==> config.mk <==
export PLATFORM = sky130hd
export DESIGN_NAME = tcp_tx_top
export DESIGN_NICKNAME = d
export VERILOG_FILES = /design/src/hw/tcp_tx_pkg.sv /design/src/hw/tcp_cks_engine.sv /design/src/hw/tcp_hdr_serializer.sv /design/src/hw/tcp_opt_packer.sv /design/src/hw/tcp_tx_top.sv
export SDC_FILE = /design/constraint.sdc
export NUM_CORES = 2
export LEC_CHECK = 0
export BUFFER_PORTS_ARGS = -buffer_cell sky130_fd_sc_hd__buf_2
export CAP_MARGIN = 20
export CORE_ASPECT_RATIO = 0.75
export CORE_MARGIN = 3
export CORE_UTILIZATION = 52
export DETAILED_ROUTE_END_ITERATION = 8
export PLACE_DENSITY = 0.79
export SLEW_MARGIN = 15
export SYNTH_ARGS = -nofsm -noshare
export SYNTH_HDL_FRONTEND = slang
export SYNTH_SLANG_ARGS = --single-unit
==> constraint.sdc <==
create_clock -name clk -period 17.95 [get_ports clk]
set_clock_uncertainty 0.15 [all_clocks]
set_input_delay 3.59 -clock clk [delete_from_list [all_inputs] [get_ports clk]]
set_output_delay 3.59 -clock clk [all_outputs]
set_load 0.02 [all_outputs]
==> src/hw/tcp_tx_pkg.sv <==
package tcp_tx_pkg;

  // option kind codes as they appear on the wire
  typedef enum logic [7:0] {
    OPT_NOP       = 8'd1,
    OPT_MSS       = 8'd2,
    OPT_WSCALE    = 8'd3,
    OPT_SACK_PERM = 8'd4,
    OPT_TS        = 8'd8
  } tcp_opt_kind_t;

  typedef enum logic [1:0] {
    OPT_IDLE,
    OPT_SHIFT,  // walking the prototype slots
    OPT_HOLD    // options ready, held until seg_done
  } opt_state_t;

  typedef enum logic [1:0] {
    CKS_IDLE,
    CKS_SUM,    // one halfword per cycle
    CKS_FOLD,   // carry fold and invert, cks_valid
    CKS_HOLD
  } cks_state_t;

  typedef enum logic [1:0] {
    SER_IDLE,
    SER_SEND,
    SER_DONE    // seg_done cycle
  } ser_state_t;

  localparam int MAX_OPT_WORDS = 6;   // mss, wscale, sack-perm, 3 for timestamp
  localparam int MIN_HDR_BYTES = 20;
  localparam int MAX_HDR_BYTES = 44;
  localparam logic [7:0] PROTO_TCP = 8'd6;

  // option block, word 0 goes out first
  typedef logic [MAX_OPT_WORDS-1:0][31:0] opt_words_t;

endpackage

==> src/hw/tcp_cks_engine.sv <==
`timescale 1ns/100ps

module tcp_cks_engine (
  input  logic                   clk,
  input  logic                   rst,
  input  logic                   opt_valid,
  input  logic [15:0]            src_port,
  input  logic [15:0]            dst_port,
  input  logic [31:0]            seq_num,
  input  logic [31:0]            ack_num,
  input  logic [8:0]             flags,
  input  logic [15:0]            wnd,
  input  logic [15:0]            urg_ptr,
  input  logic [31:0]            src_ip,
  input  logic [31:0]            dst_ip,
  input  logic [15:0]            pld_len,
  input  logic [31:0]            pld_cks,
  input  tcp_tx_pkg::opt_words_t opt_words,
  input  logic [2:0]             opt_cnt,
  input  logic [3:0]             data_offset,
  input  logic                   seg_done,
  output logic [15:0]            cks,
  output logic                   cks_valid
);
  import tcp_tx_pkg::*;

  // pseudo header, fixed header and the largest option block, in halfwords
  localparam int N_HW = (12 + MIN_HDR_BYTES) / 2 + 2 * MAX_OPT_WORDS;

  cks_state_t            state;
  logic [N_HW-1:0][15:0] sr;        // top halfword is summed next
  logic [31:0]           acc;
  logic [32:0]           acc_sum;
  logic [16:0]           fold1;
  logic [15:0]           fold2;
  logic [4:0]            hw_cnt;
  logic [4:0]            hw_last;
  logic [15:0]           tcp_len;
  logic                  seen_opt;

  assign tcp_len   = {10'b0, data_offset, 2'b00} + pld_len;
  assign hw_last   = 5'd15 + {1'b0, opt_cnt, 1'b0};  // 16 + 2*opt_cnt halfwords
  assign acc_sum   = {1'b0, acc} + {17'b0, sr[N_HW-1]};
  assign fold1     = {1'b0, acc[31:16]} + {1'b0, acc[15:0]};
  assign fold2     = fold1[15:0] + {15'b0, fold1[16]};
  assign cks       = ~fold2;
  assign cks_valid = (state == CKS_FOLD);

  always_ff @(posedge clk) begin
    if (rst) begin
      state    <= CKS_IDLE;
      hw_cnt   <= 5'd0;
      seen_opt <= 1'b0;
    end else begin
      if (opt_valid) begin
        seen_opt <= 1'b1;
      end else if (seg_done) begin
        seen_opt <= 1'b0;
      end
      case (state)
        CKS_IDLE: begin
          if (opt_valid) begin
            state  <= CKS_SUM;
            hw_cnt <= 5'd0;
          end
        end
        CKS_SUM: begin
          hw_cnt <= hw_cnt + 5'd1;
          if (hw_cnt == hw_last) state <= CKS_FOLD;
        end
        CKS_FOLD: state <= CKS_HOLD;  // acc stays put, cks holds
        CKS_HOLD: if (seg_done) state <= CKS_IDLE;
        default:  state <= CKS_IDLE;
      endcase
    end
  end

  always_ff @(posedge clk) begin
    if (state == CKS_IDLE && opt_valid) begin
      acc <= pld_cks;  // payload partial sum seeds the total
      sr  <= {src_ip, dst_ip, 8'h00, PROTO_TCP, tcp_len,
              src_port, dst_port, seq_num, ack_num,
              data_offset, 3'b000, flags, wnd, 16'h0000, urg_ptr,
              opt_words[0], opt_words[1], opt_words[2],
              opt_words[3], opt_words[4], opt_words[5]};
    end else if (state == CKS_SUM) begin
      acc <= acc_sum[31:0] + {31'b0, acc_sum[32]};  // end-around carry
      sr  <= {sr[N_HW-2:0], 16'h0000};
    end
  end

  a_cks_after_opt: assert property (@(posedge clk) disable iff (rst)
    $rose(cks_valid) |-> seen_opt);

endmodule

==> src/hw/tcp_hdr_serializer.sv <==
`timescale 1ns/100ps

module tcp_hdr_serializer #(
  parameter int CREDITS = 4
)(
  input  logic                   clk,
  input  logic                   rst,
  input  logic                   cks_valid,
  input  logic [15:0]            cks,
  input  logic [15:0]            src_port,
  input  logic [15:0]            dst_port,
  input  logic [31:0]            seq_num,
  input  logic [31:0]            ack_num,
  input  logic [8:0]             flags,
  input  logic [15:0]            wnd,
  input  logic [15:0]            urg_ptr,
  input  tcp_tx_pkg::opt_words_t opt_words,
  input  logic [3:0]             data_offset,
  input  logic                   credit_return,
  output logic [7:0]             tx_data,
  output logic                   tx_valid,
  output logic                   tx_sof,
  output logic                   tx_eof,
  output logic                   seg_done
);
  import tcp_tx_pkg::*;

  localparam int CW = $clog2(CREDITS + 1);

  ser_state_t                     state;
  logic [0:MAX_HDR_BYTES-1][7:0]  hdr;      // network order, byte 0 first
  logic [5:0]                     ptr;
  logic [5:0]                     last;
  logic [CW-1:0]                  credits;

  assign last     = {data_offset, 2'b00} - 6'd1;
  // a credit coming back this cycle can be spent at once
  assign tx_valid = (state == SER_SEND) && ((credits != '0) || credit_return);
  assign tx_data  = hdr[ptr];
  assign tx_sof   = tx_valid && (ptr == 6'd0);
  assign tx_eof   = tx_valid && (ptr == last);
  assign seg_done = (state == SER_DONE);

  always_ff @(posedge clk) begin
    if (rst) begin
      state   <= SER_IDLE;
      ptr     <= 6'd0;
      credits <= CW'(CREDITS);
    end else begin
      case ({tx_valid, credit_return})
        2'b10:   credits <= credits - CW'(1);
        2'b01:   credits <= credits + CW'(1);
        default: ;
      endcase
      case (state)
        SER_IDLE: begin
          if (cks_valid) begin
            state <= SER_SEND;
            ptr   <= 6'd0;
          end
        end
        SER_SEND: begin
          if (tx_valid) begin  // pointer holds under back-pressure
            ptr <= ptr + 6'd1;
            if (tx_eof) state <= SER_DONE;
          end
        end
        default: state <= SER_IDLE;
      endcase
    end
  end

  always_ff @(posedge clk) begin
    if (state == SER_IDLE && cks_valid) begin
      hdr <= {src_port, dst_port, seq_num, ack_num,
              data_offset, 3'b000, flags, wnd, cks, urg_ptr,
              opt_words[0], opt_words[1], opt_words[2],
              opt_words[3], opt_words[4], opt_words[5]};
    end
  end

  // the sink never hands back more than it was given
  a_credit_max: assert property (@(posedge clk) disable iff (rst)
    credits <= CW'(CREDITS));

endmodule

==> src/hw/tcp_opt_packer.sv <==
`timescale 1ns/100ps

module tcp_opt_packer (
  input  logic                   clk,
  input  logic                   rst,
  input  logic                   seg_start,
  input  logic                   seg_done,
  input  logic [15:0]            src_port,
  input  logic [15:0]            dst_port,
  input  logic [31:0]            seq_num,
  input  logic [31:0]            ack_num,
  input  logic [8:0]             flags,
  input  logic [15:0]            wnd,
  input  logic [15:0]            urg_ptr,
  input  logic [31:0]            src_ip,
  input  logic [31:0]            dst_ip,
  input  logic [15:0]            pld_len,
  input  logic [31:0]            pld_cks,
  input  logic [3:0]             opt_pres,  // {ts, sack-perm, wscale, mss}
  input  logic [15:0]            mss,
  input  logic [7:0]             wnd_scale,
  input  logic [31:0]            ts_val,
  input  logic [31:0]            ts_ecr,
  output logic                   busy,
  output logic [15:0]            hdr_src_port,
  output logic [15:0]            hdr_dst_port,
  output logic [31:0]            hdr_seq_num,
  output logic [31:0]            hdr_ack_num,
  output logic [8:0]             hdr_flags,
  output logic [15:0]            hdr_wnd,
  output logic [15:0]            hdr_urg_ptr,
  output logic [31:0]            hdr_src_ip,
  output logic [31:0]            hdr_dst_ip,
  output logic [15:0]            hdr_pld_len,
  output logic [31:0]            hdr_pld_cks,
  output tcp_tx_pkg::opt_words_t opt_words,
  output logic [2:0]             opt_cnt,
  output logic [3:0]             data_offset,
  output logic                   opt_valid
);
  import tcp_tx_pkg::*;

  opt_state_t               state;
  opt_words_t               proto;      // prototype, top slot leaves first
  logic [MAX_OPT_WORDS-1:0] pres;
  logic [2:0]               shift_cnt;
  logic                     accept;

  assign accept      = seg_start && (!busy || seg_done); // start in the seg_done cycle is taken
  assign data_offset = 4'd5 + {1'b0, opt_cnt};

  always_ff @(posedge clk) begin
    if (rst) begin
      state     <= OPT_IDLE;
      busy      <= 1'b0;
      opt_valid <= 1'b0;
      opt_cnt   <= 3'd0;
      shift_cnt <= 3'd0;
    end else begin
      opt_valid <= 1'b0;
      if (accept) begin
        state     <= OPT_SHIFT;
        busy      <= 1'b1;
        opt_cnt   <= 3'd0;
        shift_cnt <= 3'd0;
      end else begin
        case (state)
          OPT_SHIFT: begin
            shift_cnt <= shift_cnt + 3'd1;
            opt_cnt   <= opt_cnt + {2'b00, pres[MAX_OPT_WORDS-1]};
            if (shift_cnt == 3'(MAX_OPT_WORDS - 1)) begin
              opt_valid <= 1'b1;  // six shifts done
              state     <= OPT_HOLD;
            end
          end
          OPT_HOLD: begin
            if (seg_done) begin
              busy  <= 1'b0;
              state <= OPT_IDLE;
            end
          end
          default: state <= OPT_IDLE;
        endcase
      end
    end
  end

  // Present slots are pushed in at word 0, so after the walk they sit at the front in
  // prototype order and the unused words stay zero.
  always_ff @(posedge clk) begin
    if (accept) begin
      hdr_src_port <= src_port;
      hdr_dst_port <= dst_port;
      hdr_seq_num  <= seq_num;
      hdr_ack_num  <= ack_num;
      hdr_flags    <= flags;
      hdr_wnd      <= wnd;
      hdr_urg_ptr  <= urg_ptr;
      hdr_src_ip   <= src_ip;
      hdr_dst_ip   <= dst_ip;
      hdr_pld_len  <= pld_len;
      hdr_pld_cks  <= pld_cks;
      proto <= {ts_ecr,
                ts_val,
                {OPT_NOP, OPT_NOP, OPT_TS, 8'd10},
                {OPT_NOP, OPT_NOP, OPT_SACK_PERM, 8'd2},
                {OPT_NOP, OPT_WSCALE, 8'd3, wnd_scale},
                {OPT_MSS, 8'd4, mss}};
      pres      <= {{3{opt_pres[3]}}, opt_pres[2:0]}; // timestamp spans three slots
      opt_words <= '0;
    end else if (state == OPT_SHIFT) begin
      proto <= {proto[MAX_OPT_WORDS-2:0], 32'h0};
      pres  <= {pres[MAX_OPT_WORDS-2:0], 1'b0};
      if (pres[MAX_OPT_WORDS-1]) begin
        opt_words <= {opt_words[MAX_OPT_WORDS-2:0], proto[MAX_OPT_WORDS-1]};
      end
    end
  end

  // a start during a segment is dropped, the segment in flight keeps its fields
  a_start_busy: assert property (@(posedge clk) disable iff (rst)
    seg_start |-> (!busy || seg_done))
    else $warning("seg_start ignored while busy");

endmodule

==> src/hw/tcp_tx_top.sv <==
`timescale 1ns/100ps

module tcp_tx_top #(
  parameter int CREDITS = 4
)(
  input  logic        clk,
  input  logic        rst,
  input  logic        seg_start,
  input  logic [15:0] src_port,
  input  logic [15:0] dst_port,
  input  logic [31:0] seq_num,
  input  logic [31:0] ack_num,
  input  logic [8:0]  flags,
  input  logic [15:0] wnd,
  input  logic [15:0] urg_ptr,
  input  logic [31:0] src_ip,
  input  logic [31:0] dst_ip,
  input  logic [15:0] pld_len,
  input  logic [31:0] pld_cks,
  input  logic [3:0]  opt_pres,
  input  logic [15:0] mss,
  input  logic [7:0]  wnd_scale,
  input  logic [31:0] ts_val,
  input  logic [31:0] ts_ecr,
  input  logic        credit_return,
  output logic        busy,
  output logic [7:0]  tx_data,
  output logic        tx_valid,
  output logic        tx_sof,
  output logic        tx_eof,
  output logic        seg_done
);
  import tcp_tx_pkg::*;

  logic [15:0] hdr_src_port, hdr_dst_port, hdr_wnd, hdr_urg_ptr, hdr_pld_len;
  logic [31:0] hdr_seq_num, hdr_ack_num, hdr_src_ip, hdr_dst_ip, hdr_pld_cks;
  logic [8:0]  hdr_flags;
  opt_words_t  opt_words;
  logic [2:0]  opt_cnt;
  logic [3:0]  data_offset;
  logic        opt_valid;
  logic [15:0] cks;
  logic        cks_valid;

  tcp_opt_packer u_packer (
    .clk, .rst, .seg_start, .seg_done,
    .src_port, .dst_port, .seq_num, .ack_num, .flags, .wnd, .urg_ptr,
    .src_ip, .dst_ip, .pld_len, .pld_cks,
    .opt_pres, .mss, .wnd_scale, .ts_val, .ts_ecr,
    .busy,
    .hdr_src_port, .hdr_dst_port, .hdr_seq_num, .hdr_ack_num, .hdr_flags,
    .hdr_wnd, .hdr_urg_ptr, .hdr_src_ip, .hdr_dst_ip, .hdr_pld_len, .hdr_pld_cks,
    .opt_words, .opt_cnt, .data_offset, .opt_valid
  );

  tcp_cks_engine u_cks (
    .clk, .rst, .opt_valid,
    .src_port (hdr_src_port),
    .dst_port (hdr_dst_port),
    .seq_num  (hdr_seq_num),
    .ack_num  (hdr_ack_num),
    .flags    (hdr_flags),
    .wnd      (hdr_wnd),
    .urg_ptr  (hdr_urg_ptr),
    .src_ip   (hdr_src_ip),
    .dst_ip   (hdr_dst_ip),
    .pld_len  (hdr_pld_len),
    .pld_cks  (hdr_pld_cks),
    .opt_words, .opt_cnt, .data_offset, .seg_done,
    .cks, .cks_valid
  );

  tcp_hdr_serializer #(
    .CREDITS (CREDITS)
  ) u_ser (
    .clk, .rst, .cks_valid, .cks,
    .src_port (hdr_src_port),
    .dst_port (hdr_dst_port),
    .seq_num  (hdr_seq_num),
    .ack_num  (hdr_ack_num),
    .flags    (hdr_flags),
    .wnd      (hdr_wnd),
    .urg_ptr  (hdr_urg_ptr),
    .opt_words, .data_offset, .credit_return,
    .tx_data, .tx_valid, .tx_sof, .tx_eof, .seg_done
  );

endmodule

==> impl_metrics.py <==
metrics = {
    "setup_path": {
        "timing.critical_path.to_type": "output pin",
        "number_of_buffer_and_inverter_instances_along_the_worst_setup_path": 4,
        "crit_path_start_kind": "input port",
        "critPathMaxFanout": 6,
        "worst_path_most_repeated_cell": "sky130_fd_sc_hd__buf_2",
        "cp_data_required_time_ns": 14.21,
        "crit_path_top_delay_cell": "sky130_fd_sc_hd__nor3_1",
        "critPathArrivalTime_ns": 4.67,
        "cp_top_family": "buffers and inverters",
        "crit_chain": "buf_2 > o41ai_1 > buf_4 > nor3_1 > nand3_1 > inv_1 > buf_2",
        "path_class": "input port to output pin",
        "critical-path-max-stage-delay_ns": 0.19,
    },
    "placement": {
        "preCtsSetupSlack_ns": 9.54,
        "place.detailed.instances": 6288,
        "finalWeightedCongestion": 0.881,
        "dpl_cell_area_um2": 60700,
        "dpl.hpwl_um": 91400,
        "number_of_port_buffers": 357,
    },
    "cts": {
        "tritoncts": "done",
        "worstSkewPairLatency_ns": 0.75,
        "clk_path_buf_depth": 3,
        "cts.sinks": 1438,
        "cts_setup_buffers": 0,
        "htree_num_levels": 4,
        "clk_root_buf": "sky130_fd_sc_hd__clkbuf_16",
        "tritoncts.num_buffers": 134,
        "post_cts_hold_buffer_count": 0,
        "cts.clk_slew.worst_paths_ns": 0.06,
        "cts_repair_resize_count": 0,
    },
    "synth": {
        "avgSynthCellArea_um2": 12.2,
        "synth_enable_flop_cells": 1137,
        "yosysWarnings": 0,
        "synth_area_um2": 57800,
        "syn_inst": 4747,
        "synth_flop_cell": "sky130_fd_sc_hd__edfxtp_1",
        "asyncSetResetFlopFracSynth": 0,
        "post_synth_num_cell_types": 78,
        "synth-seq-area-share": 0.695,
        "number_of_nets_in_the_synthesized_netlist": 5150,
        "synth-seq-cells": 1438,
    },
    "floorplan": {
        "core.rowCount": 105,
        "die_area_um2": 115000,
        "x_dimension_of_the_die_um": 391,
        "placeableCoreArea_um2": 110000,
        "io-pin-count": 358,
        "initial_utilization": 0.526,
        "die-height_um": 295,
    },
    "layout": {
        "layout-drive-gt1-share": 0.143,
        "mostFrequentLayoutCell": "sky130_fd_sc_hd__nand2_1",
        "final_net_count": 5385,
        "utilization": 0.593,
        "area.growth.synth_to_final_pct": 12.7,
        "mostFrequentLayoutCells": "1,467 x sky130_fd_sc_hd__nand2_1, 1,137 x sky130_fd_sc_hd__edfxtp_1, 491 x sky130_fd_sc_hd__nand3_1",
        "fin_area_um2": 65100,
        "layout.cells.non_filler": 6537,
    },
    "power": {
        "p_per_area_nw_per_um2": 120,
        "power_switching_mw": 1.95,
        "internal-power_mw": 5.84,
        "peakVddDrop_mv": 0.0835,
        "leakage_power_total_nw": 24.1,
        "total_power_mw": 7.79,
        "comb_power_share": 0.109,
        "net_switching_fraction_of_the_power": 0.250,
        "seq_pwr_share": 0.525,
        "clkPwrFrac": 0.365,
    },
    "timing": {
        "final_period_minus_worst_setup_slack_ns": 8.41,
        "unrepaired_setup_endpoints_after_global_routing": "false",
        "totalNegativeSetupSlack_ns": 0,
        "max_slew.worst_pin.slew_ns": 1.14,
        "postLayoutSetupSlackWorst_ns": 9.54,
        "timing.final.hold_violations": 0,
        "timing.final.crit_share": 0.468,
        "finalSetupViolations": 0,
        "fin_hold_ws_ns": 0.292,
        "slew_violations": 0,
        "maxSlewHeadroom": 0.242,
        "max_freq_mhz": 119,
    },
    "outcome": {
        "status": "complete, no violations",
    },
    "job": {
        "count_of_maximum_capacitance_violations": 0,
    },
    "detailed_routing": {
        "mean_number_of_vias_per_cell": 5.88,
        "met1_length_um": 57600,
        "route.vias.total": 38500,
        "routed-wl-met3_um": 17000,
        "highest-signal-layer": "met5",
        "drt_iter0_drc": 4716,
        "met2_wirelength_um": 66000,
        "drt_pass1_iterations": 6,
        "routed_wirelength_um": 145000,
        "drcViolationCount": 0,
        "drtAntennaViolNets": 0,
        "wl_per_cell_um": 22.2,
    },
    "global_routing": {
        "grt_max_degree": 203,
        "global_route.usage.total": 0.251,
        "grt_overflow": 0,
        "first_global_vias": 36800,
        "antenna_violations_before_repair": 4,
        "grt_first_pass_wirelength_um": 221000,
    },
    "hold_path": {
        "min_path_type": "register to register",
    },
}
==> per-layer routing <==
metal | global-route usage | vias up
li1 | - | 17300
met1 | 0.360 | 18700
met2 | 0.376 | 2148
met3 | 0.0579 | 263
met4 | 0.0954 | 2
met5 | 0 | -
==> Yosys cell counts (4+ instances only) <==
cell type | count | area, um^2
sky130_fd_sc_hd__and4_1 | 8 | 70.1
sky130_fd_sc_hd__or3_1 | 6 | 37.5
sky130_fd_sc_hd__and3_1 | 60 | 375
sky130_fd_sc_hd__dfxtp_1 | 301 | 6030
sky130_fd_sc_hd__inv_1 | 31 | 116
sky130_fd_sc_hd__clkbuf_1 | 259 | 972
sky130_fd_sc_hd__mux2i_1 | 57 | 571
sky130_fd_sc_hd__nor2b_1 | 15 | 93.8
sky130_fd_sc_hd__o21a_1 | 5 | 37.5
sky130_fd_sc_hd__and2_1 | 7 | 43.8
sky130_fd_sc_hd__o31ai_1 | 6 | 45.0
sky130_fd_sc_hd__mux4_2 | 101 | 2270
sky130_fd_sc_hd__edfxtp_1 | 1137 | 34100
sky130_fd_sc_hd__nor3_1 | 15 | 75.1
sky130_fd_sc_hd__xnor2_1 | 54 | 473
sky130_fd_sc_hd__or4_1 | 4 | 30.0
sky130_fd_sc_hd__fa_1 | 4 | 80.1
sky130_fd_sc_hd__a21oi_1 | 284 | 1420
sky130_fd_sc_hd__a31oi_1 | 5 | 31.3
sky130_fd_sc_hd__o22ai_1 | 8 | 50.1
sky130_fd_sc_hd__nand2_1 | 1471 | 5520
sky130_fd_sc_hd__a21o_1 | 12 | 90.1
sky130_fd_sc_hd__buf_1 | 39 | 146
sky130_fd_sc_hd__a211oi_1 | 6 | 45.0
sky130_fd_sc_hd__nand3_1 | 491 | 2460
sky130_fd_sc_hd__nor2_1 | 108 | 405
sky130_fd_sc_hd__o21ai_0 | 59 | 295
sky130_fd_sc_hd__a22o_1 | 4 | 35.0
sky130_fd_sc_hd__nand4_1 | 15 | 93.8
sky130_fd_sc_hd__nand2b_1 | 11 | 68.8
sky130_fd_sc_hd__ha_1 | 54 | 676
sky130_fd_sc_hd__xor2_1 | 47 | 412
==> sequential cells by signal, indices dropped and copies added, names as in the netlist, 5 cells and up <==
| register | flops |
|---|---|
| u_ser.hdr | 349 |
| u_packer.hdr_flags | 9 |
| u_packer.opt_words | 192 |
| u_packer.hdr_pld_len | 16 |
| u_packer.hdr_src_port | 16 |
| u_cks.acc | 32 |
| u_packer.hdr_wnd | 16 |
| u_packer.hdr_src_ip | 32 |
| u_packer.hdr_ack_num | 32 |
| u_packer.hdr_seq_num | 32 |
| u_cks.sr | 448 |
| u_cks.hw_cnt | 5 |
| u_ser.ptr | 6 |
| u_packer.hdr_dst_port | 16 |
| u_packer.pres | 6 |
| u_packer.proto | 134 |
| u_packer.hdr_dst_ip | 32 |
| u_packer.hdr_urg_ptr | 16 |
| u_packer.hdr_pld_cks | 32 |
==> logic make-up after synthesis <==
| family | share of synthesized area |
|---|---|
| AO/OA/AOI/OAI | 0.0419 |
| XOR/XNOR | 0.0157 |
| adder cells (fa/ha/maj) | 0.0131 |
| buffers and inverters | 0.0220 |
| flip-flops | 0.695 |
| multiplexers | 0.0494 |
| AND/OR/NAND/NOR | 0.163 |
==> worst min-delay path, stage by stage (launching register included) <==
cell,delay [ns]
sky130_fd_sc_hd__dfxtp_1,0.31
sky130_fd_sc_hd__nand2_1,0.05
sky130_fd_sc_hd__nand2_1,0.04
==> path summary, 6_finish.rpt <==
check                           from                      end  slack (ns)  depth (start not counted)
setup / recovery       credit_return                   tx_eof        9.54                          7
hold reg to reg   u_packer.proto[18]       u_packer.proto[18]        0.29                          2
setup reg to reg      u_ser.state[0]  u_packer.hdr_src_ip[30]       12.13                          9
hold / removal    u_packer.proto[18]       u_packer.proto[18]        0.29                          2
==> power groups by stage <==
stage	logic [mW]	clock network [mW]	registers, mW
after floorplan	0.591	0	4.23
after global placement	0.814	0	4.15
after detailed placement	0.838	0	4.16
after CTS	0.847	2.88	4.09
after global routing	0.942	3.01	4.11
final	0.851	2.85	4.09
==> area by class of cell <==
class | count | area (um^2)
Timing Repair Buffer | 402 | 2210
Antenna cell | 1 | 2.50
Multi-Input combinational cell | 2974 | 16400
Tap cell | 1444 | 1810
Sequential cell | 1438 | 40200
Clock inverter | 58 | 592
Fill cell | 8321 | 44700
Inverter | 32 | 135
Clock buffer | 188 | 3770
(Power assumes the default switching activity.)
